==> src/source/aether_params.svh <==
`ifndef AETHER_PARAMS_SVH
`define AETHER_PARAMS_SVH

// Data widths
`define AETHER_PIXEL_WIDTH 8   // Activations and weights
`define AETHER_WORD_WIDTH 16   // Host and buffer word
`define AETHER_ACC_WIDTH 20    // Nine 8x8 products without overflow

// ----------------------------------------------------------------------
// Geometry
// ----------------------------------------------------------------------
`define AETHER_KERNEL_SIZE 3
`define AETHER_MATRIX_SIZE 8
`define AETHER_BUFFER_WORDS 32 // Two pixels per word

`define AETHER_VERSION 16'h6C00 // Read back by OP_READ_VERSION

`endif

==> src/source/aether_conv_pkg.sv <==
`default_nettype none

`include "aether_params.svh"

// Convolution datapath types
package aether_conv_pkg;

  typedef logic signed [`AETHER_PIXEL_WIDTH-1:0] pixel_t;  // Activation
  typedef logic signed [`AETHER_PIXEL_WIDTH-1:0] weight_t; // Kernel tap
  typedef logic signed [`AETHER_ACC_WIDTH-1:0] acc_t;      // Window sum

  // Row or column inside the matrix
  typedef logic [$clog2(`AETHER_MATRIX_SIZE)-1:0] coord_t;

  // Convolver stream tracking
  typedef enum logic {
    CONV_IDLE,
    CONV_STREAM
  } conv_state_e;

endpackage

`default_nettype wire

==> src/source/aether_convolver.sv <==
`default_nettype none

`include "aether_params.svh"

module aether_convolver (
  input  logic                     clk_i,
  input  logic                     rst_n_i,
  input  logic                     pixel_valid_i, // One pixel per cycle in raster order
  input  aether_conv_pkg::pixel_t  pixel_i,
  input  aether_conv_pkg::weight_t weights_i [`AETHER_KERNEL_SIZE*`AETHER_KERNEL_SIZE],
  output logic                     result_valid_o,
  output aether_conv_pkg::acc_t    result_o,
  output logic                     conv_done_o      // One cycle after the last pixel
);
  import aether_conv_pkg::*;

  localparam int KSIZE = `AETHER_KERNEL_SIZE;
  localparam int MSIZE = `AETHER_MATRIX_SIZE;
  localparam int SPAN  = (KSIZE - 1) * MSIZE + KSIZE; // Newest pixel back to top-left

  conv_state_e state_q;
  coord_t      row_q;        // Position of pixel_i
  coord_t      col_q;
  pixel_t      line_q [SPAN-1]; // Two rows plus two pixels of history
  pixel_t      taps [SPAN];     // History plus the incoming pixel
  acc_t        window_sum;
  logic        window_done;
  logic        last_pixel;

  // ----------------------------------------------------------------------
  // Window taps and sum
  // ----------------------------------------------------------------------
  always_comb
  begin
    taps[0] = pixel_i; // Bottom-right of the window
    for (int k = 1; k < SPAN; k++)
    begin
      taps[k] = line_q[k-1];
    end
  end

  // Weight 0 pairs with the top-left pixel as the oldest tap
  always_comb
  begin
    window_sum = '0;
    for (int kr = 0; kr < KSIZE; kr++)
    begin
      for (int kc = 0; kc < KSIZE; kc++)
      begin
        window_sum = window_sum
          + acc_t'(taps[(KSIZE-1-kr)*MSIZE + (KSIZE-1-kc)]) * acc_t'(weights_i[kr*KSIZE+kc]);
      end
    end
  end

  assign window_done = pixel_valid_i && (row_q >= coord_t'(KSIZE - 1))
                       && (col_q >= coord_t'(KSIZE - 1));
  assign last_pixel  = pixel_valid_i && (row_q == coord_t'(MSIZE - 1))
                       && (col_q == coord_t'(MSIZE - 1));

  // ----------------------------------------------------------------------
  // Stream tracking
  // ----------------------------------------------------------------------
  always_ff @(posedge clk_i or negedge rst_n_i)
  begin
    if (!rst_n_i)
    begin
      state_q        <= CONV_IDLE;
      row_q          <= '0;
      col_q          <= '0;
      result_valid_o <= 1'b0;
      conv_done_o    <= 1'b0;
    end
    else
    begin
      result_valid_o <= window_done;
      conv_done_o    <= (state_q == CONV_STREAM) && last_pixel;

      if (pixel_valid_i)
      begin
        if (col_q == coord_t'(MSIZE - 1))
        begin
          col_q <= '0;
          row_q <= row_q + 1'b1; // Back to zero after the last row
        end
        else
          col_q <= col_q + 1'b1;
      end

      case (state_q)
        CONV_IDLE:   if (pixel_valid_i) state_q <= CONV_STREAM;
        CONV_STREAM: if (last_pixel) state_q <= CONV_IDLE;
        default:     state_q <= CONV_IDLE;
      endcase
    end
  end

  // Pixel history and result register
  always_ff @(posedge clk_i)
  begin
    if (pixel_valid_i)
    begin
      line_q[0] <= pixel_i;
      for (int k = 1; k < SPAN - 1; k++)
      begin
        line_q[k] <= line_q[k-1];
      end
    end
    if (window_done)
      result_o <= window_sum;
  end

  // Stream runs without gaps from its first pixel to its last
  a_stream_no_gap: assert property (@(posedge clk_i) disable iff (!rst_n_i)
    (state_q == CONV_STREAM) |-> pixel_valid_i);

endmodule

`default_nettype wire

==> config.mk <==
export PLATFORM = sky130hd
export DESIGN_NAME = aether_convolver
export DESIGN_NICKNAME = d
export VERILOG_FILES = /design/src/source/aether_conv_pkg.sv /design/src/source/aether_convolver.sv
export VERILOG_INCLUDE_DIRS = /design/src /design/src/source
export SDC_FILE = /design/constraint.sdc
export NUM_CORES = 2
export LEC_CHECK = 0
export ABC_CLOCK_PERIOD_IN_PS = 23400
export BUFFER_PORTS_ARGS = -buffer_cell sky130_fd_sc_hd__buf_2
export CORE_ASPECT_RATIO = 1.2
export CORE_MARGIN = 5
export CORE_UTILIZATION = 30
export DETAILED_ROUTE_END_ITERATION = 8
export GPL_ROUTABILITY_DRIVEN = 0
export MAX_ROUTING_LAYER = met4
export RECOVER_POWER = 25
export SYNTH_ARGS = -nofsm -noshare
export SYNTH_HDL_FRONTEND = slang
export SYNTH_SLANG_ARGS = --single-unit
==> constraint.sdc <==
create_clock -name clk_i -period 23.4 [get_ports clk_i]
set_input_delay 3.51 -clock clk_i [delete_from_list [all_inputs] [get_ports clk_i]]
set_output_delay 3.51 -clock clk_i [all_outputs]
set_load 0.03 [all_outputs]
Word-level counts from Yosys, hierarchy flattened --
Memory sizes are Yosys's and may differ from the RTL's. Index checks and enable logic that the tools add are counted.
Storage, ports and cells: bits in registers 29, bits in writable memories 144, output and inout port bits 22, word-level logic and storage cells 42, memories kept 1
Operators by class: $add $sub $neg 10, $mul 9, magnitude comparators 2, equal/unequal tests 2, muxes and demuxes 5, bitwise logic cells 1, reduce and logical (&&, ||, !) cells 6
Memories:
- line_q | depth 18, bits a word 8, read ports 18, clocked after Yosys merged registers in 0, write ports 18, line aether_convolver.sv:24 | pixel_t line_q [SPAN-1];
Operators with widths (count):
- 8-bit by 8-bit multiplier with 16-bit output | 9
- 20-bit by 16-bit adder with 20-bit output | 4
- 19-bit by 16-bit adder with 20-bit output | 1
- 18-bit by 16-bit adder with 19-bit output | 1
- 17-bit by 16-bit adder with 18-bit output | 1
- 16-bit by 16-bit adder with 17-bit output | 1
- 3-bit by 1-bit adder with 3-bit output (second input constant) | 2
- 3-bit == test (second input constant) | 2
- 3-bit by 2-bit >= comparator with 1-bit output (second input constant) | 2
- 1-bit logical AND | 5
- 1-bit two-way mux | 3
- 3-bit two-way mux | 1
- 1-bit one-hot mux with 2 select lines | 1
- 2-bit AND reduction | 1
- 1-bit inverter | 1

Longest topological paths before layout --
depth in word-level cells 9, depth in mapped cells 29, depth with buffers taken out 28

Worst setup path before layout --
Ideal clock, no wire load.
path type input to register, start point in weights_i[32] in the netlist's numbering, end point reg result_o[19], data pin, data arrival time 10.372 ns, data required time 23.140 ns, slack 12.768 ns, stages on the path 26, path buffers 0, cell sequence and2_1 inv_1 fa_1 inv_1 fa_1 inv_1 fa_1 inv_1 fa_1 inv_1 fa_1 fa_1 inv_1 fa_1 fa_1 fa_1 inv_1 fa_1 inv_1 ha_1 and3_1 a31oi_1 nand2_1 a311oi_1 o21bai_1 xnor2_1
On the way: longest elaborated chain between the ends 6
RTL lines:
- start: declaration | line aether_convolver.sv:10 | input aether_conv_pkg::weight_t weights_i [`AETHER_KERNEL_SIZE*`AETHER_KERNEL_SIZE],
- 8-bit by 8-bit multiplier with 16-bit output | line aether_convolver.sv:51 | + acc_t'(taps[(KSIZE-1-kr)*MSIZE + (KSIZE-1-kc)]) * acc_t'(weights_i[kr*KSIZE+kc]);
- 19-bit by 16-bit adder with 20-bit output | line aether_convolver.sv:51
- 20-bit by 16-bit adder with 20-bit output (4 in a row) | line aether_convolver.sv:51
- via window_sum[19] | line aether_convolver.sv:26 | acc_t window_sum;
- end signal: assignment | line aether_convolver.sv:110 | result_o <= window_sum;
- end: declaration | line aether_convolver.sv:12 | output aether_conv_pkg::acc_t result_o,
The timed path passes the listed nets, and every way through them passes these cells. A chain may end at the register's enable or synchronous reset.

Worst setup path in the final report --
start point in weights_i[17] in the netlist's numbering, end point reg result_o[18], data pin
On the way: longest elaborated chain between the ends 4
RTL lines (line):
- 8-bit by 8-bit multiplier with 16-bit output | aether_convolver.sv:51
- 20-bit by 16-bit adder with 20-bit output (3 in a row) | aether_convolver.sv:51
- via window_sum[18] | aether_convolver.sv:26
The timed path passes the listed nets, and every way through them passes these cells.

==> flow_summary.json <==
{
  "seq_area_frac_synth": 0.169,
  "synth_warnings": 0,
  "die_w_um": 301,
  "tightest_slew_ns": 0.968,
  "ctsHoldBuffers": 0,
  "wl_per_cell_um": 18.9,
  "cts_max_level": 4,
  "cts_tree": "yes",
  "ys.flop_type": "edfxtp_1",
  "vias": 18000,
  "hold_viol": 0,
  "design.die.area_sq_um": 108000,
  "synth_common_cells": "inv_1, fa_1, and2_1",
  "fmaxAchievable_ghz": 0.0924,
  "place_hpwl_um": 71300,
  "cp.arrival_ns": 11.07,
  "end_kind": "flop",
  "core_area_sq_um": 101000,
  "fin_skew_ns": 0.0187,
  "drv_slew": 0,
  "setup_viol": 0,
  "fin_hold_ws_ns": 0.415,
  "syn_nets": 3792,
  "synth_area_per_cell_sq_um": 11.2,
  "ant_nets": 0,
  "synthesis.area_sq_um": 30500,
  "grt_pass1_wl_um": 125000,
  "drt_iter0_drc": 933,
  "wl_um": 80100,
  "firstDrtPassIters": 5,
  "required_ns": 23.65,
  "antenna_found_initial": 19,
  "grt_util_all_layers": 0.159,
  "n_fill_cell": 10200,
  "crit_path_max_fanout": 8,
  "initial_core_util": 0.301,
  "io_buffers": 104,
  "io_pins": 105,
  "dp.cells": 4194,
  "ys_types": 32,
  "synth_top_area_frac": 0.518,
  "synth.area.top_cells": "fa_1, edfxtp_1, inv_1",
  "ctsRootBufferMaster": "clkbuf_16",
  "rows": 128,
  "clk_pin_slew_ns": 0.09,
  "dieHeight_um": 360,
  "grt.overflow.total": 0,
  "maxCapViolations": 0,
  "crit_path_start_kind": "primary input",
  "period_share": 0.462,
  "setup_tns_ns": 0,
  "clockBufferDepth": 2,
  "rsz0062_at_grt": "no",
  "netlist_instances": 2725,
  "synth_edf_count": 164,
  "cts.sinks": 173,
  "vias_per_cell": 4.25,
  "cts_setup_buffers": 0,
  "first_global_vias": 20900,
  "synth-seq-cells": 173,
  "postSynth.asyncResetShare": 0.0520,
  "synth_most_common_cell": "inv_1",
  "drc_errors": 0,
  "fin_crit_ns": 10.82,
  "cts_buffers": 17,
  "stdcell_count": 4240,
  "worstSetupPathType": "in2reg",
  "status": "finished clean",
  "nets": 3915,
  "grt_max_degree": 75,
  "final_util": 0.330,
  "area.growth.synth_to_final_pct": 9.51,
  "synth_top_area_cell": "fa_1",
  "clk_latency_ns": 0.50,
  "cts-resized-gates": 0,
  "drive_gt1_frac": 0.0510,
  "maxSlewHeadroom": 0.355,
  "worstHoldPathType": "reg2reg"
}
-- final cells by class --
class | count | area, sq um | share of cell area
Inverter | 883 | 3310 | 0.0991
Tap cell | 1365 | 1710 | 0.0511
Timing Repair Buffer | 107 | 549 | 0.0164
Antenna cell | 14 | 35.0 | 0.00105
Multi-Input combinational cell | 1666 | 22100 | 0.660
Clock inverter | 15 | 195 | 0.00583
Clock buffer | 17 | 425 | 0.0127
Sequential cell | 173 | 5150 | 0.154
-- path summary, 6_finish.rpt --
kind | depth (start not counted) | endpoint | start | slack [ns]
setup reg to reg | 24 | result_o[19] | line_q[15][7] | 15.14
setup / recovery | 26 | result_o[18] | weights_i[17] | 12.58
hold reg to reg | 0 | line_q[13][1] | line_q[12][1] | 0.41
min in group asynchronous | 1 | row_q[2] | rst_n_i | 2.86
hold / removal | 0 | line_q[13][1] | line_q[12][1] | 0.41
max in group asynchronous | 1 | col_q[1] | rst_n_i | 20.35
-- cells by family (layout without fill, tap and decap cells) --
kind of cell,after synthesis,count (layout),share of synthesized area
XOR/XNOR,34,34,0.00975
AND/OR/NAND/NOR,608,608,0.107
multiplexers,3,3,0.00111
AO/OA/AOI/OAI,37,37,0.00745
flip-flops,173,173,0.169
buffers and inverters,886,1022,0.109
adder cells (fa/ha/maj),984,984,0.597
other,0,14,0
-- critical path, cell delays in order --
cell and delay, ns:
buf_2 0.19, and2_1 0.19, inv_1 0.06, fa_1 0.62, inv_1 0.13, fa_1 0.49
fa_1 0.58, inv_1 0.06, fa_1 0.54, fa_1 0.57, inv_1 0.06, fa_1 0.45
fa_1 0.52, fa_1 0.54, fa_1 0.51, inv_1 0.05, fa_1 0.47, inv_1 0.04
ha_1 0.34, a21o_1 0.20, a21oi_1 0.17, nand2_1 0.07, a21oi_1 0.25, o41ai_1 0.13
a21oi_1 0.20, xnor2_1 0.09
-- per-stage QoR --
stage               instance area, sq um  setup slack, ns
floorplan                          30500            12.77
finish                             33500            12.58
CTS                                33400            12.63
global route                       33500            12.18
detailed placement                 32800            12.08
global placement                   32800            12.13
-- sequential cells by signal, summed over array words and instances, names as in the netlist --
register	cells
conv_done_o	1
result_valid_o	1
row_q	3
line_q	144
result_o	20
col_q	3
state_q	1
-- per-layer routing --
metal | track usage | wire length, um | vias to the layer above
li1 | - | - | 8012
met1 | 0.187 | 31300 | 9484
met2 | 0.268 | 40900 | 421
met3 | 0.0347 | 4720 | 112
met4 | 0.0618 | 3140 | 0
met5 | - | 0 | -
-- cell usage in the layout (no fill, tap or decap), drive strengths merged, types with 2 or more instances in the layout --
cell and n:
clkbuf 17, nor3 5, fa 790, nand2 194, clkinv 5, o21bai 2, o21a 2, nand2b 27
dfrtp 9, and2 321, a21oi 9, o21ai 14, buf 107, nor2 22, a31oi 2, nor2b 33
mux2 3, bufinv 2, edfxtp 164, ha 194, xnor2 29, xor2 5, a21o 3, nand3 2
inv 891, diode 14, o41ai 2
Power is left out: the tool's default activity adds up to more than one toggle a clock period on the data nets, which glitch-free logic cannot reach.
