<file path="config.mk">
export PLATFORM = sky130hd
export DESIGN_NAME = aether_decoder
export DESIGN_NICKNAME = d
export VERILOG_FILES = /design/src/source/aether_cmd_pkg.sv /design/src/source/aether_conv_pkg.sv /design/src/source/aether_decoder.sv
export VERILOG_INCLUDE_DIRS = /design/src /design/src/source
export SDC_FILE = /design/constraint.sdc
export NUM_CORES = 1
export LEC_CHECK = 0
export BUFFER_PORTS_ARGS = -buffer_cell sky130_fd_sc_hd__buf_2
export CORE_UTILIZATION = 35
export DETAILED_ROUTE_END_ITERATION = 10
export GPL_ROUTABILITY_DRIVEN = 0
export PLACE_DENSITY = 0.69
export SYNTH_ARGS = -nofsm -noshare
export SYNTH_HDL_FRONTEND = slang
export SYNTH_SLANG_ARGS = --single-unit
</file>
<file path="constraint.sdc">
create_clock -name clk_i -period 2.5 [get_ports clk_i]
set_input_delay 0 -clock clk_i [delete_from_list [all_inputs] [get_ports clk_i]]
set_output_delay 0 -clock clk_i [all_outputs]
set_load 0.1 [all_outputs]
</file>
<file path="src/source/aether_params.svh">
`ifndef AETHER_PARAMS_SVH
`define AETHER_PARAMS_SVH

// Data widths
`define AETHER_PIXEL_WIDTH 8   // Activations and weights
`define AETHER_WORD_WIDTH 16   // Host and buffer word
`define AETHER_ACC_WIDTH 20    // Nine 8x8 products without overflow

// ----------------------------------------------------------------------
// Geometry
// ----------------------------------------------------------------------
`define AETHER_KERNEL_SIZE 3
`define AETHER_MATRIX_SIZE 8
`define AETHER_BUFFER_WORDS 32 // Two pixels per word

`define AETHER_VERSION 16'h6C00 // Read back by OP_READ_VERSION

`endif

</file>
<file path="src/source/aether_cmd_pkg.sv">
`default_nettype none

`include "aether_params.svh"

// Host command interface types
package aether_cmd_pkg;

  // Instruction encoding on instruction_i
  typedef enum logic [3:0] {
    OP_NOP          = 4'h0,
    OP_LOAD_WEIGHT  = 4'h1, // param_1 = kernel index, param_2 low byte = weight
    OP_LOAD_START   = 4'h2, // Rewind buffer write address
    OP_LOAD_DATA    = 4'h3, // param_2 = two packed pixels
    OP_RUN_CONV     = 4'h4,
    OP_READ_VERSION = 4'h5,
    OP_READ_STATUS  = 4'h6  // Bit 0 busy, bit 1 interrupt
  } opcode_e;

  typedef logic [3:0] param1_t;
  typedef logic [`AETHER_WORD_WIDTH-1:0] word_t;

  // Buffer word address, wraps at the buffer depth
  typedef logic [$clog2(`AETHER_BUFFER_WORDS)-1:0] buf_addr_t;

endpackage

`default_nettype wire

</file>
<file path="src/source/aether_conv_pkg.sv">
`default_nettype none

`include "aether_params.svh"

// Convolution datapath types
package aether_conv_pkg;

  typedef logic signed [`AETHER_PIXEL_WIDTH-1:0] pixel_t;  // Activation
  typedef logic signed [`AETHER_PIXEL_WIDTH-1:0] weight_t; // Kernel tap
  typedef logic signed [`AETHER_ACC_WIDTH-1:0] acc_t;      // Window sum

  // Row or column inside the matrix
  typedef logic [$clog2(`AETHER_MATRIX_SIZE)-1:0] coord_t;

  // Convolver stream tracking
  typedef enum logic {
    CONV_IDLE,
    CONV_STREAM
  } conv_state_e;

endpackage

`default_nettype wire

</file>
<file path="src/source/aether_decoder.sv">
`default_nettype none

`include "aether_params.svh"

module aether_decoder (
  input  logic                     clk_i,
  input  logic                     rst_n_i,
  input  logic                     cmd_valid_i,   // Single-cycle strobe
  input  aether_cmd_pkg::opcode_e  instruction_i,
  input  aether_cmd_pkg::param1_t  param_1_i,
  input  aether_cmd_pkg::word_t    param_2_i,
  input  logic                     conv_done_i,
  output aether_cmd_pkg::word_t    data_o,
  output logic                     interrupt_o,
  output logic                     wr_en_o,
  output aether_cmd_pkg::buf_addr_t wr_addr_o,
  output aether_cmd_pkg::word_t    wr_data_o,
  output logic                     run_strobe_o,
  output aether_conv_pkg::weight_t weights_o [`AETHER_KERNEL_SIZE*`AETHER_KERNEL_SIZE]
);
  import aether_cmd_pkg::*;
  import aether_conv_pkg::*;

  localparam int KERNEL_TAPS = `AETHER_KERNEL_SIZE * `AETHER_KERNEL_SIZE;

  logic      busy_q;     // RUN accepted, conv_done not yet seen
  buf_addr_t next_addr_q; // Next buffer word to write
  logic      is_read;
  logic      accept;
  logic      load_weight;
  logic      load_data;
  word_t     status;
  weight_t   new_weight;

  // ----------------------------------------------------------------------
  // Command acceptance
  // ----------------------------------------------------------------------
  assign is_read = (instruction_i == OP_READ_VERSION) || (instruction_i == OP_READ_STATUS);
  assign accept  = cmd_valid_i && (!busy_q || is_read); // Reads never blocked

  assign load_weight = accept && (instruction_i == OP_LOAD_WEIGHT);
  assign load_data   = accept && (instruction_i == OP_LOAD_DATA);

  assign new_weight = weight_t'(param_2_i[`AETHER_PIXEL_WIDTH-1:0]); // Low byte only
  assign status     = {{(`AETHER_WORD_WIDTH-2){1'b0}}, interrupt_o, busy_q};

  // Control state and strobes
  always_ff @(posedge clk_i or negedge rst_n_i)
  begin
    if (!rst_n_i)
    begin
      wr_en_o      <= 1'b0;
      run_strobe_o <= 1'b0;
      busy_q       <= 1'b0;
      interrupt_o  <= 1'b0;
      next_addr_q  <= '0;
      data_o       <= '0;
    end
    else
    begin
      wr_en_o      <= 1'b0; // Strobes last one cycle
      run_strobe_o <= 1'b0;

      // Run finished
      if (conv_done_i)
      begin
        busy_q      <= 1'b0;
        interrupt_o <= 1'b1;
      end

      if (accept)
      begin
        case (instruction_i)
          OP_LOAD_START:
          begin
            next_addr_q <= '0;
            interrupt_o <= 1'b0;
          end
          OP_LOAD_DATA:
          begin
            wr_en_o     <= 1'b1;
            next_addr_q <= next_addr_q + 1'b1; // Wraps at buffer end
          end
          OP_RUN_CONV:
          begin
            run_strobe_o <= 1'b1;
            busy_q       <= 1'b1;
            interrupt_o  <= 1'b0;
          end
          OP_READ_VERSION: data_o <= `AETHER_VERSION;
          OP_READ_STATUS:  data_o <= status;  // Flags as they stand now
          default:         data_o <= data_o;  // NOP and weight loads
        endcase
      end
    end
  end

  // ----------------------------------------------------------------------
  // Write payload and kernel weights
  // ----------------------------------------------------------------------
  always_ff @(posedge clk_i)
  begin
    if (load_data)
    begin
      wr_addr_o <= next_addr_q;
      wr_data_o <= param_2_i;
    end
    // Row-major kernel where an index above 8 matches nothing
    for (int k = 0; k < KERNEL_TAPS; k++)
    begin
      if (load_weight && (param_1_i == param1_t'(k)))
        weights_o[k] <= new_weight;
    end
  end

  // Completion only ever arrives while a run is pending
  a_done_while_busy: assert property (@(posedge clk_i) disable iff (!rst_n_i)
    conv_done_i |-> busy_q);

endmodule

`default_nettype wire

</file>
== Yosys cells after proc, flatten, opt, wreduce, memory -nomap -nowiden ==
Cells that the tools add are included.

* Bits in read-only memories: 0
* Memories kept: 0
* Latch bits: 0
* Input port bits: 28
* Word-level logic and storage cells: 65
* Memory bits (writable): 0
* Bits in registers: 118
* Output and inout port bits: 112

* Shift-type cells: 0
* Divide/modulo/power cells: 0
* Eq/ne operators: 14
* $add $sub $neg: 1
* Multipliers: 0
* Bitwise gates (word level): 0
* Magnitude comparators: 0
* Reduce and logical (&&, ||, !) cells: 21
* Mux-type cells: 12

{| class="wikitable"
|+ Operator list
! operator !! count
|-
| $pmux 16 s2 || 1
|-
| $eq 4x3->1 const B || 7
|-
| $eq 4x2->1 const B || 4
|-
| $logic_and 1x1->1 || 12
|-
| $mux 1 || 10
|-
| $pmux 5 s2 || 1
|-
| $eq 4x1->1 const B || 2
|-
| $add 5x1->5 const B || 1
|-
| $eq 4x4->1 const B || 1
|-
| $logic_not 4->1 || 1
|-
| $reduce_and 2->1 || 2
|-
| $reduce_bool 2->1 || 2
|-
| $logic_or 1x1->1 || 2
|-
| $reduce_or 2->1 || 1
|-
| $logic_not 1->1 || 1
|}

== Logic depth before layout (Yosys ltp) ==
* Word-level depth: 6
* Gate-level depth with buffers: 4
* Depth with buffers taken out: 4

== Worst setup path after synthesis ==
Ideal clock, no wire load.

* Kind: reg2reg
* From: register busy_q
* To: register weights_o[10] (netlist bit) (enable)
* Setup time: 0.370 ns
* Path slack: 0.718 ns
* Data arrival time: 1.412 ns
* Stages on the path, launching flop included: 4
* Buffers on the path: 0
* Cell sequence: dfrtp_1 -> nor4b_4 -> nand4b_1 -> nor2_1

* Word-level cells in the longest chain between the ends: 5

{| class="wikitable"
|+ Ends and longest elaborated chain
! element !! line !! text
|-
| start: declaration || aether_decoder.sv:26 || <nowiki>logic busy_q;</nowiki>
|-
| start signal: assignment || aether_decoder.sv:54 || <nowiki>busy_q <= 1'b0;</nowiki>
|-
| start signal: assignment || aether_decoder.sv:67 || <nowiki>busy_q <= 1'b0;</nowiki>
|-
| start signal: assignment || aether_decoder.sv:87 || <nowiki>busy_q <= 1'b1;</nowiki>
|-
| $logic_not 1->1 || aether_decoder.sv:39 || <nowiki>assign accept = cmd_valid_i && (!busy_q || is_read);</nowiki>
|-
| $logic_or 1x1->1 || aether_decoder.sv:39 ||
|-
| $logic_and 1x1->1 || aether_decoder.sv:39 ||
|-
| $logic_and 1x1->1 || aether_decoder.sv:41 || <nowiki>assign load_weight = accept && (instruction_i == OP_LOAD_WEIGHT);</nowiki>
|-
| $logic_and 1x1->1 || aether_decoder.sv:111 || <nowiki>if (load_weight && (param_1_i == param1_t'(k)))</nowiki>
|-
| end signal: indexed assignment || aether_decoder.sv:112 || <nowiki>weights_o[k] <= new_weight;</nowiki>
|-
| end: declaration || aether_decoder.sv:19 || <nowiki>output aether_conv_pkg::weight_t weights_o [`AETHER_KERNEL_SIZE*`AETHER_KERNEL_SIZE]</nowiki>
|}

Every way passes these cells.
A chain may end at the register's enable or synchronous reset.

== Worst setup path after layout ==
* From: register busy_q
* To: register weights_o[15] (netlist bit) (enable)

The elaborated chain is that of the path after synthesis.

==> results by group <==
Yosys
  – Netlist area before placement: 0.00358 sq mm
  – Post-synth top area cell: edfxtp_1
  – Mean Syn Cell Area: 19.8 sq um
  – Synth cell types: 33
  – Synthesis warning total: 0
  – Synth Register Bits: 105
  – Register area share after synthesis: 86.3%
  – Most area-consuming cells after synthesis: edfxtp_1 78%, dfrtp_1 8.4%, buf_4 2.7%
  – Mapped Cells: 181
  – Top-area cell type share of the netlist area: 77.9%

Timing
  – Final Critical Period: 1.99 ns
  – Slew HR: 55.5%
  – Final setup viols: 0
  – Final hold vios: 0
  – Max Slew Vio Count: 0
  – Fmax: 502 MHz
  – Slew @ Worst Pin: 0.665 ns
  – Final setup skew: 0.00674 ns
  – Setup TNS: 0 ns
  – Unrepaired setup endpoints after global routing: no
  – Fin crit share: 79.7%

Clock network
  – Clk sinks: 105
  – Post-CTS sizing: 0
  – Root Driver: clkbuf_8
  – CTS clk-pin slew, worst paths: 0.09 ns
  – CTS H-tree depth: 3
  – CTS tree: done
  – CTS Buffer Depth: 2
  – CTS Buf Count: 9
  – Worst skew pair latency: 0.35 ns

Layout
  – Fillers: 840
  – Diode count: 0
  – Nets: 362
  – Share of layout cells above drive strength 1: 44.4%
  – Area grow syn2layout: 31.4%
  – Non-filler cells, final: 471

Job
  – Max-cap violations: 0

Floorplan
  – Chip height: 103 microns
  – Io pins: 140
  – Chip width: 103 microns
  – FP Rows: 36
  – DIE AREA: 0.0107 sq mm
  – Core area: 0.00986 sq mm
  – Initial Util: 36.3%

Outcome
  – Outcome: finished clean

Critical path
  – Reg-to-Reg End: weights_o[15]
  – Crit-path max FO: 8
  – CP Launch Type: flop
  – CP max-delay cell: nor2_1
  – Critical Path AT: 1.98 ns
  – R2r setup slk: 0.51 ns
  – Crit path largest cell delay: 0.59 ns
  – CP endpoint: weights_o[15]
  – Cell chain of the critical path: nor4b_4 > nand4b_1 > nor2_1
  – Reg2reg path depth: 3
  – Required time of the critical path: 2.49 ns
  – CP Capture Type: flop
  – Critical path class: reg2reg
  – Crit path from: busy_q
  – Worst flop-to-flop path startpoint: busy_q

Power
  – Total Power: 3.44 mW
  – Power Dens Cells: 730 mW/mm^2
  – Pleak: 1.86 nW
  – Peak VDD IR: 0.000321 V

Routing
  – Number of vias per cell: 4.36
  – Via count: 2053
  – Drt first pass iters: 4
  – Residual DRC: 0
  – DR iter-0 viols: 61
  – ANT nets after route: 0
  – Drt wl/cell: 15.4 microns
  – Post-Route WL: 7.26 mm

Global route
  – Pin count of the biggest net entering global routing: 25
  – Total Routing Usage GR: 13.8%
  – Overflow left after global routing: 0
  – Initial antenna violation count: 0
  – Vias in the first global route: 1920
  – First-pass GRT wire length: 10.3 mm

Placement
  – Port-buffer cells: 129
  – Placed cells: 440
  – Detailed Place HPWL: 5.11 mm

Worst hold path
  – Worst hold-check path type: in2reg
  – Hold_sp: param_2_i[0]
-- power breakdown --
part	leakage (nW)	internal, mW	switching, mW
Clock	0.103	0.562	0.528
Sequential	0.979	1.94	0.0275
Combinational	0.775	0.0790	0.301
-- cell usage after synthesis --
cell type   n
clkbuf_1    1
a31o_2      1
nor3_2      2
nand2b_1    3
a31oi_1     3
a21oi_1     1
nand3b_1    1
nand3_1     2
nor2_1      8
o211ai_1    1
a211o_1     1
nand2_1     2
nand4_1     1
a211oi_1    1
nor4b_1     2
nor3_1      1
inv_1       6
and3b_1     1
and3_1      4
nand4b_1    1
buf_4      13
and2_1      2
mux2i_1     1
nor2b_1     4
a22o_1      1
o21ai_0     7
edfxtp_1   93
a21o_1      1
dfrtp_1    12
nor4b_4     1
conb_1      1
a21boi_1    1
ha_1        1
-- flip-flops by register name, indices dropped and copies added, names as in the netlist --
signal,count
busy_q,1
wr_data_o,16
data_o,3
wr_addr_o,5
next_addr_q,5
interrupt_o,1
weights_o,72
wr_en_o,1
run_strobe_o,1
-- timing repair --
| item | 4_1_cts | 5_1_grt |
|---|---|---|
| buffers inserted | 0 | 0 |
| hold buffers | 14 | 1 |
| endpoints found under the hold margin | 39 | 1 |
| endpoints found under the setup margin | 0 | 0 |
-- area by class of cell --
class	instances	area [sq um]	area share [%]
flip-flops and latches	105	3090	65.7
repair buffers	146	811	17.2
multi-input cells	65	402	8.53
well taps	133	166	3.53
clock buffers	9	124	2.63
clock inverters	7	92.6	1.97
inverters	6	22.5	0.478
-- through the flow --
step,hold slack (ns),setup slack [ns],instance area (sq um),util [%]
floorplan,-0.296,0.718,3620,-
global placement,-0.107,0.553,4340,44.0
detailed placement,-0.106,0.479,4340,44.0
CTS,0.00331,0.469,4700,47.7
global route,0.00299,0.335,4710,47.8
finish,0.0170,0.506,4710,47.8
-- worst max-delay path: cells and delay by family, from the launching register on --
kind	cells	cell delay (ns)
and+or+nand+nor	3	1.19
DFF	1	0.44
-- kinds of logic (layout without fill, tap and decap cells) --
family,count (synthesis),after routing,share of synthesized area (%)
buffers and inverters,20,168,3.46
flip-flops,105,105,86.3
multiplexers,1,1,0.279
AO/OA/AOI/OAI,18,18,3.21
adder cells (fa/ha/maj),1,1,0.349
other,1,10,0.105
AND/OR/NAND/NOR,35,35,6.32
-- routing by layer --
layer / up-vias / track usage (%) / share of wire [%]
met3: 4 / 4.84 / 7.7
met1: 985 / 15.3 / 40
met4: 0 / 5.53 / 0.52
met5: - / 0 / 0
met2: 96 / 24.3 / 51
li1: 968 / - / -
-- cells in the final DEF (no fill, tap or decap), drive strengths merged, types with 3 or more instances in the layout --
cell type / instances
buf: 131
edfxtp: 93
dlygate4sd3: 15
dfrtp: 12
conb: 10
clkbuf: 9
nor2: 8
o21ai: 7
inv: 7
nor2b: 4
and3: 4
nand2b: 3
a31oi: 3
nor3: 3
nor4b: 3
-- how the worst min path moves through the flow --
stage | slack, ns | cells after the start | to
global route | 0.003 | 1 | weights_o[2]
global placement | -0.11 | 1 | interrupt_o
CTS | 0.003 | 1 | wr_data_o[6]
floorplan | -0.30 | 0 | busy_q
detailed placement | -0.11 | 1 | data_o[1]
finish | 0.02 | 1 | weights_o[8]
(Power assumes the default switching activity.)
