[config.mk]
export PLATFORM = sky130hd
export DESIGN_NAME = aether_input_buffer
export DESIGN_NICKNAME = d
export VERILOG_FILES = /design/src/source/aether_cmd_pkg.sv /design/src/source/aether_conv_pkg.sv /design/src/source/aether_input_buffer.sv
export VERILOG_INCLUDE_DIRS = /design/src /design/src/source
export SDC_FILE = /design/constraint.sdc
export NUM_CORES = 1
export LEC_CHECK = 0
export ABC_AREA = 1
export BUFFER_PORTS_ARGS = -buffer_cell sky130_fd_sc_hd__buf_2
export CAP_MARGIN = 20
export CELL_PAD_IN_SITES_DETAIL_PLACEMENT = 0
export CELL_PAD_IN_SITES_GLOBAL_PLACEMENT = 1
export CORE_ASPECT_RATIO = 1.1
export CORE_MARGIN = 3
export CORE_UTILIZATION = 53
export CTS_CLUSTER_SIZE = 8
export DETAILED_ROUTE_END_ITERATION = 7
export HOLD_SLACK_MARGIN = 0.02
export PLACE_DENSITY = 0.81
export SETUP_SLACK_MARGIN = 0.02
export SLEW_MARGIN = 40
export SYNTH_ARGS = -nofsm -noshare
export SYNTH_HDL_FRONTEND = slang
export SYNTH_SLANG_ARGS = --single-unit
export TNS_END_PERCENT = 30
[constraint.sdc]
create_clock -name clk_i -period 3.25 [get_ports clk_i]
set_clock_uncertainty 0.15 [all_clocks]
set_input_delay 0.1625 -clock clk_i [delete_from_list [all_inputs] [get_ports clk_i]]
set_output_delay 0.1625 -clock clk_i [all_outputs]
set_load 0.01 [all_outputs]
[src/source/aether_params.svh]
`ifndef AETHER_PARAMS_SVH
`define AETHER_PARAMS_SVH

// Data widths
`define AETHER_PIXEL_WIDTH 8   // Activations and weights
`define AETHER_WORD_WIDTH 16   // Host and buffer word
`define AETHER_ACC_WIDTH 20    // Nine 8x8 products without overflow

// ----------------------------------------------------------------------
// Geometry
// ----------------------------------------------------------------------
`define AETHER_KERNEL_SIZE 3
`define AETHER_MATRIX_SIZE 8
`define AETHER_BUFFER_WORDS 32 // Two pixels per word

`define AETHER_VERSION 16'h6C00 // Read back by OP_READ_VERSION

`endif

[src/source/aether_cmd_pkg.sv]
`default_nettype none

`include "aether_params.svh"

// Host command interface types
package aether_cmd_pkg;

  // Instruction encoding on instruction_i
  typedef enum logic [3:0] {
    OP_NOP          = 4'h0,
    OP_LOAD_WEIGHT  = 4'h1, // param_1 = kernel index, param_2 low byte = weight
    OP_LOAD_START   = 4'h2, // Rewind buffer write address
    OP_LOAD_DATA    = 4'h3, // param_2 = two packed pixels
    OP_RUN_CONV     = 4'h4,
    OP_READ_VERSION = 4'h5,
    OP_READ_STATUS  = 4'h6  // Bit 0 busy, bit 1 interrupt
  } opcode_e;

  typedef logic [3:0] param1_t;
  typedef logic [`AETHER_WORD_WIDTH-1:0] word_t;

  // Buffer word address, wraps at the buffer depth
  typedef logic [$clog2(`AETHER_BUFFER_WORDS)-1:0] buf_addr_t;

endpackage

`default_nettype wire

[src/source/aether_conv_pkg.sv]
`default_nettype none

`include "aether_params.svh"

// Convolution datapath types
package aether_conv_pkg;

  typedef logic signed [`AETHER_PIXEL_WIDTH-1:0] pixel_t;  // Activation
  typedef logic signed [`AETHER_PIXEL_WIDTH-1:0] weight_t; // Kernel tap
  typedef logic signed [`AETHER_ACC_WIDTH-1:0] acc_t;      // Window sum

  // Row or column inside the matrix
  typedef logic [$clog2(`AETHER_MATRIX_SIZE)-1:0] coord_t;

  // Convolver stream tracking
  typedef enum logic {
    CONV_IDLE,
    CONV_STREAM
  } conv_state_e;

endpackage

`default_nettype wire

[src/source/aether_input_buffer.sv]
`default_nettype none

`include "aether_params.svh"

module aether_input_buffer (
  input  logic                      clk_i,
  input  logic                      rst_n_i,
  input  logic                      wr_en_i,
  input  aether_cmd_pkg::buf_addr_t wr_addr_i,
  input  aether_cmd_pkg::word_t     wr_data_i,
  input  logic                      run_strobe_i, // Start streaming the matrix
  output logic                      pixel_valid_o,
  output aether_conv_pkg::pixel_t   pixel_o
);
  import aether_cmd_pkg::*;
  import aether_conv_pkg::*;

  localparam int DEPTH = `AETHER_BUFFER_WORDS;
  localparam int PW    = `AETHER_PIXEL_WIDTH;

  word_t     mem [DEPTH];
  word_t     rd_word_q;   // Synchronous read data
  buf_addr_t rd_addr_q;
  logic      reading_q;   // Reader active
  logic      byte_sel_q;  // 0 low byte, 1 high byte
  logic      high_q;      // Byte select aligned with rd_word_q
  logic      last_read;

  // High byte of the final word ends the stream
  assign last_read = reading_q && byte_sel_q && (rd_addr_q == buf_addr_t'(DEPTH - 1));

  // ----------------------------------------------------------------------
  // Memory with one write port and one read port
  // ----------------------------------------------------------------------
  always_ff @(posedge clk_i)
  begin
    if (wr_en_i)
      mem[wr_addr_i] <= wr_data_i;
    rd_word_q <= mem[rd_addr_q]; // Each word read once per byte
  end

  // Reader sequencing
  always_ff @(posedge clk_i or negedge rst_n_i)
  begin
    if (!rst_n_i)
    begin
      reading_q     <= 1'b0;
      rd_addr_q     <= '0;
      byte_sel_q    <= 1'b0;
      high_q        <= 1'b0;
      pixel_valid_o <= 1'b0;
    end
    else
    begin
      if (run_strobe_i)
      begin
        reading_q  <= 1'b1;
        rd_addr_q  <= '0;
        byte_sel_q <= 1'b0;
      end
      else if (reading_q)
      begin
        byte_sel_q <= ~byte_sel_q;
        if (byte_sel_q)
          rd_addr_q <= rd_addr_q + 1'b1; // Next word after the high byte
        if (last_read)
          reading_q <= 1'b0;             // Stops by itself after 64 pixels
      end
      pixel_valid_o <= reading_q;
      high_q        <= byte_sel_q;
    end
  end

  // Unpack with the low byte first
  assign pixel_o = high_q ? pixel_t'(rd_word_q[2*PW-1:PW]) : pixel_t'(rd_word_q[PW-1:0]);

  // Read address only climbs while streaming and never wraps to word 0
  a_no_wrap: assert property (@(posedge clk_i) disable iff (!rst_n_i)
    reading_q |=> (!reading_q || (rd_addr_q >= $past(rd_addr_q))));

endmodule

`default_nettype wire

* After elaboration in Yosys (flattened, before gate mapping) *
Memories as Yosys holds them, arrays and structs flattened. A register that Yosys moved wholly into a read port is not among the register bits.
Cells that the tools add are included.

word-level totals
  output and inout bits = 9
  memory bits (writable) = 512
  input port bits = 25
  memories kept = 1
  register bits after elaboration = 9
  latch bits = 0
  ROM bits = 0

memory list
  name  words  bits a word  read ports  clocked after memory_dff  wr ports  line                       source
  mem   32     16           1           1                         1         aether_input_buffer.sv:21  word_t mem [DEPTH];

operators by class
  eq/ne operators = 1
  divide/modulo/power cells = 0
  muxes and demuxes = 11
  reductions and logical operators = 5
  bitwise gates (word level) = 1
  shifts and indexed selects = 0
  add/sub/neg operators = 1
  order comparisons = 0
  $mul = 0

operator list
  kind                                                            count
  5-bit two-way mux                                               3
  8-bit two-way mux                                               1
  1-bit two-way mux                                               7
  5-bit by 1-bit adder with 5-bit output (second input constant)  1
  5-bit equality test (second input constant)                     1
  2-bit nonzero test                                              2
  1-bit logical AND                                               2
  2-bit AND reduction                                             1
  1-bit NOT                                                       1

* Longest topological paths before layout *
Gate-level depths: netlist of the first run.

  word-level depth = 5
  depth in mapped cells = 12
  depth with buffers taken out = 9

* Worst setup path before layout of the first run *
Ideal clock, no wire load.

  kind = input port to flip-flop
  start = input wr_addr_i[0]
  end = memory mem[0][0] in the netlist's numbering, enable pin
  required time = 2.712 ns
  path slack = 1.555 ns
  stages = 3
  buffers on the path = 0
  arrival time = 1.157 ns
  library setup time = 0.388 ns
  path through = inv_1 > nand3_1 > nor2_1

RTL lines
  element             line                       source
  start: declaration  aether_input_buffer.sv:9   input aether_cmd_pkg::buf_addr_t wr_addr_i,
  end: declaration    aether_input_buffer.sv:21

No word-level cell before the write port.

==> results of run 1 <==
-- area by class of cell --
type	instances	area (sq um)
Sequential cell	537	15900
Fill cell	3358	15900
Multi-Input combinational cell	1164	4970
Clock buffer	130	2190
Inverter	270	1020
Timing Repair Buffer	107	823
Tap cell	560	701
Clock inverter	5	51.3
-- power by group through the flow --
stage	Clock, uW	Combinational (uW)	Sequential, uW
6_report	7330	1020	7740
5_1_grt	7730	1130	7740
4_1_cts	7430	1020	7740
3_5_place_dp	0	1010	7870
3_3_place_gp	0	995	7870
2_1_floorplan	0	636	7850
-- synthesized netlist by cell type --
library cell / instances / area (sq um)
a21oi_1: 33 / 165
a31oi_1: 1 / 6.26
buf_1: 5 / 18.8
buf_2: 61 / 305
buf_4: 17 / 128
buf_6: 8 / 90.1
clkbuf_1: 14 / 52.6
clkinv_1: 2 / 7.51
dfrtp_1: 9 / 225
dfxtp_1: 16 / 320
edfxtp_1: 512 / 15400
ha_1: 2 / 25.0
inv_1: 266 / 998
inv_2: 1 / 3.75
inv_4: 1 / 6.26
mux2_2: 8 / 90.1
nand2_1: 709 / 2660
nand3_1: 320 / 1600
nand4_1: 1 / 6.26
nor2_1: 69 / 259
o211ai_1: 16 / 120
o21ai_0: 5 / 25.0
-- final timing paths --
path,endpoint,depth (start not counted)
setup / recovery,rd_word_q[3]$_DFF_P_,9
hold / removal,mem[26][0]$_DFFE_PP_,1
hold reg to reg,high_q$_DFF_PN0_,0
setup reg to reg,rd_word_q[3]$_DFF_P_,9
max in group asynchronous,rd_addr_q[1]$_DFFE_PN0P_,3
min in group asynchronous,rd_addr_q[0]$_DFFE_PN0P_,3
-- through the flow --
stage	power [uW]	setup slack [ps]	cell area [sq um]	cells
finish	16100	755	25700	2773
global route	16600	621	25700	2773
CTS	16200	798	25700	2773
detailed placement	8880	814	23400	2632
global placement	8860	836	23400	2632
floorplan	8490	1550	22500	2076
-- critical path: cells and delay by family, from the launching register on --
kind / cells / cell delay, ps
DFF: 1 / 530
AOI/OAI and AO/OA: 1 / 70
and+or+nand+nor: 5 / 690
buffers and inverters: 3 / 860
-- routing by layer --
metal / track usage (%) / routed length (um) / vias up
met5: 0 / 0 / -
met4: 8.52 / 1530 / 0
met3: 3.83 / 3760 / 102
met2: 42.1 / 27700 / 535
met1: 35.6 / 24200 / 7267
li1: - / - / 7025
-- sequential cells by signal, summed over array words and instances (netlist names) --
name           count
high_q             1
rd_word_q         16
pixel_valid_o      1
mem              512
reading_q          1
byte_sel_q         1
rd_addr_q          5
-- cells by family after synthesis --
logic type      synth area share, %
simple gates                   20.1
flops                          70.8
buf+inv                        7.16
compound gates                 1.41
mux                           0.401
fa+ha+maj                     0.111
-- repair_timing --
action,in CTS,in global routing
endpoints found under the setup margin,0,0
endpoints found under the hold margin,26,0
hold buffers,6,0
==> metrics.md, run 1 <==
| Metric | Value |
|---|---|
| Crit-path max cell delay | 530 ps |
| Clock buffer depth | 3 |
| Clk_lat worst skew | 590 ps |
| Most common cell after layout, fill and taps aside | nand2_1 |
| Fin util | 61.8% |
| Slew HR | 31.5% |
| CP dominant cell by count | nand2_1 |
| CP Data Required Time | 3570 ps |
| Starting Density | 54.1% |
| ANT nets after route | 0 |
| Congestion Overflow GR | 0 |
| Internal | 12500 uW |
| Synth Warn # | 0 |
| Slowest-stage cell, CP | dfrtp_4 |
| Tcrit/Tclk final | 76.8% |
| Crit Path Class | flop to flop |
| Post-CTS setup buffer count | 0 |
| Pwr dens | 626 nW/um^2 |
| TritonCTS clock tree | built |
| # DRC | 0 |
| VDD IR-drop max | 0.450 mV |
| Post-Syn Area | 22500 sq um |
| Final Net Count | 2184 |
| Most frequent cells in the layout | 709 x nand2_1, 512 x edfxtp_1, 320 x nand3_1 |
| ANT cells | 0 |
| Reg clk slew, reported paths | 50 ps |
| IO Count | 34 |
| Number of gates resized after cts | 0 |
| Unrepaired setup endpoints after global routing | false |
| DIE WIDTH | 202 um |
| Critical Path AT | 2820 ps |
| Number of global-route vias before repair | 14400 |
| Final Wtd Congestion | 0.845 |
| Final Hold Vio Count | 0 |
| Via count | 14900 |
| Avg Inst Size Synth | 10.8 sq um |
| Number of port buffers | 33 |
| Yosys reg bits | 537 |
| Max cap viols | 0 |
| Setup TNS | 0 ps |
| Proportion of layout cells with a drive suffix above 1 | 9.17% |
| Startpoint types | flop |
| Setup slack, reg-to-reg | 750 ps |
| Via density per instance | 5.38 |
| Synth cell types | 22 |
| Sequential fraction of the synthesis area | 70.8% |
| Largest net degree at the start of global routing | 172 |
| Core area | 41600 sq um |
| CP Cell Sequence | inv_6 -> buf_4 -> nand2_1 -> nand3_1 -> a21oi_1 -> nor2_1 -> nand2_1 -> nand2_1 -> inv_1 |
| RR Startpoint | rd_addr_q[0]$_DFFE_PN0P_ |
| 1st-pass router iterations | 5 |
| Syn Nets | 2103 |
| Final setup fails | 0 |
| Area delta synth->final | 14.2% |
| First-pass GRT wire length | 87.0 mm |
| Hold Slack | 41.0 ps |
| Initial antenna violation count | 1 |
| Outcome | finished, final reports clean |
| Worst-path maximum fanout | 61 |
| Rows | 78 |
| Area of the die | 44900 sq um |
| Total Wirelength | 57.2 mm |
| Clock root buffer | clkbuf_16 |
| Hold WC Path Type | input pin to flop |
| Post-Syn Instances | 2076 |
| Initial DRC Count | 1447 |
| Total CTS buffers | 77 |
| Final Critical Period | 2500 ps |
| Sw Share | 22.1% |
| Clk sinks | 537 |
| Logic pwr share | 6.3% |
| Average wire per standard cell | 20.6 um |
| CP Launch Point | rd_addr_q[0]$_DFFE_PN0P_ |
| Seq pwr share | 48.1% |
| Slew Viols, Final | 0 |
| Die height | 222 um |
| F_max | 401 MHz |
| Hold path startpoint | wr_data_i[0] |
| Clock power share | 45.6% |
| Leakage | 0.0104 uW |
| Worst-Margin Slew | 1030 ps |
| Htree depth | 3 |
| HPWL after DPL | 32.3 mm |
| Sw Pwr | 3560 uW |
| CP endpoint kind | flop |
| All-Layer GR Usage | 25.7% |
Note: power is estimated with default switching activity, not from simulation.
==> inputs of run 2 (changes only) <==
- ABC_AREA: 1 -> 0
- PLACE_DENSITY: 0.81 -> 0.75
- clock period: 3.25 -> 2.5 ns (I/O delays scaled with it)
==> metrics.md, run 2 <==
| Metric | Value |
|---|---|
| Hold WC Path Type | input pin to flop |
| Congestion Overflow GR | 0 |
| Final Wtd Congestion | 0.826 |
| Fill cell count | 2539 |
| Area delta synth->final | 18.7% |
| HPWL after DPL | 26.2 mm |
| Post-CTS setup buffer count | 0 |
| Clk_lat worst skew | 570 ps |
| Leakage | 0.00770 uW |
| Tcrit/Tclk final | 99.1% |
| Final Critical Period | 2480 ps |
| Synth area leaders | edfxtp_1 75%, mux4_2 10%, mux2i_1 3.2% |
| DIE WIDTH | 193 um |
| Buf/Inv on CP | 1 |
| Proportion of layout cells with a drive suffix above 1 | 28.7% |
| Slowest-stage cell, CP | mux4_2 |
| Total CTS buffers | 77 |
| Final setup fails | 0 |
| IO Count | 34 |
| Max cap viols | 0 |
| Top Registers | mem: 512 flops, rd_word_q: 16 flops, rd_addr_q: 5 flops |
| R2R cell count | 5 |
| Final Hold Vio Count | 0 |
| Starting Density | 54.3% |
| Most frequent cells in the layout | 512 x edfxtp_1, 95 x mux4_2, 79 x clkbuf_16 |
| Avg Inst Size Synth | 21.5 sq um |
| Rows | 74 |
| Setup slack after layout | 21.3 ps |
| Crit-path max cell delay | 530 ps |
| Most common cell after layout, fill and taps aside | edfxtp_1 |
| Slew Viols, Final | 0 |
| Number of port buffers | 33 |
| Fin area | 24200 sq um |
| Top reg by flops | mem |
| Largest register FFs | 512 |
| Worst-Margin Slew | 759 ps |
| Area of the die | 40900 sq um |
| Via count | 10100 |
| RR Startpoint | rd_addr_q[0]$_DFFE_PN0P_ |
| Worst-path maximum fanout | 21 |
| 1st-pass router iterations | 7 |
| Pwr Total | 20500 uW |
| Post-synth ARST share | 1.68% |
| All-Layer GR Usage | 23.2% |
| Hold Path Cell Cnt | 1 |
| Crit Path Class | flop to flop |
| Count leader, synth | edfxtp_1 |
| Htree depth | 3 |
| Hold Slack | 40.2 ps |
| CP endpoint kind | flop |
| Pwr dens | 845 nW/um^2 |
| Sequential fraction of the synthesis area | 78.0% |
| Number of global-route vias before repair | 10300 |
| Core area | 37600 sq um |
| ANT cells | 0 |
| Largest delay share family, worst path | compound AO/OA/AOI/OAI gates |
| First-pass GRT wire length | 68.0 mm |
| Placed standard-cell area | 21800 sq um |
| Post-Syn Instances | 949 |
| VDD IR-drop max | 0.625 mV |
| CP Data Required Time | 2780 ps |
| Unrepaired setup endpoints after global routing | true |
| Setup slack, reg-to-reg | 20 ps |
| Post-synth top cells | 512 x edfxtp_1, 95 x mux4_2, 65 x mux2i_1 |
| Yosys reg bits | 537 |
| Slew HR | 49.4% |
| Initial antenna violation count | 0 |
| Initial DRC Count | 913 |
| Hold path startpoint | wr_data_i[0] |
| Average wire per standard cell | 27.7 um |
| Clock buffer depth | 3 |
| Top_reg_cell synth | edfxtp_1 |
| Outcome | finished, final reports clean |
| Die height | 212 um |
| Yosys top cell by area | edfxtp_1 |
| Hold endpoint | mem[31][0]$_DFFE_PP_ |
| Syn Nets | 976 |
| Largest net degree at the start of global routing | 33 |
| Post-Syn Area | 20400 sq um |
| ANT nets after route | 0 |
| F_max | 403 MHz |
| Critical Path AT | 2760 ps |
| CP Cell Sequence | buf_12 -> mux4_2 -> a22o_1 -> a2111oi_2 -> a21oi_1 |
| Post-synth top area share | 75.4% |
| Clock root buffer | clkbuf_16 |
| # DRC | 0 |
| Clk sinks | 537 |
| EDFF count, synth | 512 |
| Worst R2R End | rd_word_q[12]$_DFF_P_ |
| Via density per instance | 6.15 |
| Final Net Count | 1139 |
| Synth Warn # | 0 |
| Total Wirelength | 45.5 mm |
| Startpoint types | flop |
| Synth cell types | 36 |
| Pre-CTS WS | -5.79 ps |
| TritonCTS clock tree | built |
| Reg clk slew, reported paths | 50 ps |
-- run 2: cell types whose count changed in the layout (fill, tap and decap cells not counted), sizes merged, moves of 16 or more --
cell | before | now
nor2 | 69 | 38
o221ai | 0 | 16
mux2i | 0 | 65
a22oi | 0 | 17
clkbuf | 130 | 113
nand2 | 709 | 7
nand3 | 320 | 7
mux4 | 0 | 95
buf | 101 | 119
inv | 271 | 1
-- run 2: cell type report --
type	count	area (sq um)	area share (%)
Sequential cell	537	15900	65.8
Multi-Input combinational cell	360	4300	17.7
Clock buffer	113	2100	8.69
Timing Repair Buffer	136	1260	5.20
Tap cell	494	618	2.55
Clock inverter	2	17.5	0.0723
-- run 2: timing repair --
action,4_1_cts,5_1_grt
resized for setup,1,8
endpoints found under the hold margin,409,0
setup endpoints to repair,3,9
pin swaps,0,1
hold buffers,17,0
-- run 2: power by group --
group          internal [uW]  switching [uW]
logic                    601             657
registers              10000            54.0
clock network           5710            3420
-- run 2: worst max path at each step --
stage,startpoint,to,slack [ps],depth (start not counted)
CTS,rd_addr_q[0]$_DFFE_PN0P_,rd_word_q[15]$_DFF_P_,0.6,5
finish,rd_addr_q[0]$_DFFE_PN0P_,rd_word_q[12]$_DFF_P_,20,5
global route,rd_addr_q[0]$_DFFE_PN0P_,rd_word_q[12]$_DFF_P_,20,5
global placement,rd_addr_q[0]$_DFFE_PN0P_,rd_word_q[7]$_DFF_P_,-4,5
floorplan,rd_addr_q[0]$_DFFE_PN0P_,rd_word_q[10]$_DFF_P_,410,6
detailed placement,rd_addr_q[0]$_DFFE_PN0P_,rd_word_q[7]$_DFF_P_,-6,5
-- run 2: routing by layer --
metal	vias to the layer above	track usage (%)	share of wire, %
met1	5264	34.5	42
met5	-	0	0
li1	4314	-	-
met2	439	35.3	47
met3	82	4.60	8.2
met4	0	7.38	2.4
-- run 2: logic make-up (layout without fill, tap and decap cells) --
logic type	Yosys count	after routing	share of synthesized area (%)
and+or+nand+nor	70	70	1.63
muxes	169	169	14.2
buffers and inverters	52	251	1.41
adders and majority gates	2	2	0.123
AOI/OAI and AO/OA	116	116	4.50
xor gates and xnor gates	3	3	0.129
DFF	537	537	78.0
-- run 2: metrics by stage --
stage / utilization, % / std cells / setup TNS, ps
floorplan: - / 949 / 0
global placement: 58.1 / 1510 / -3.91
detailed placement: 58.1 / 1510 / -5.79
CTS: 64.2 / 1642 / 0
global route: 64.4 / 1642 / 0
finish: 64.4 / 1642 / 0
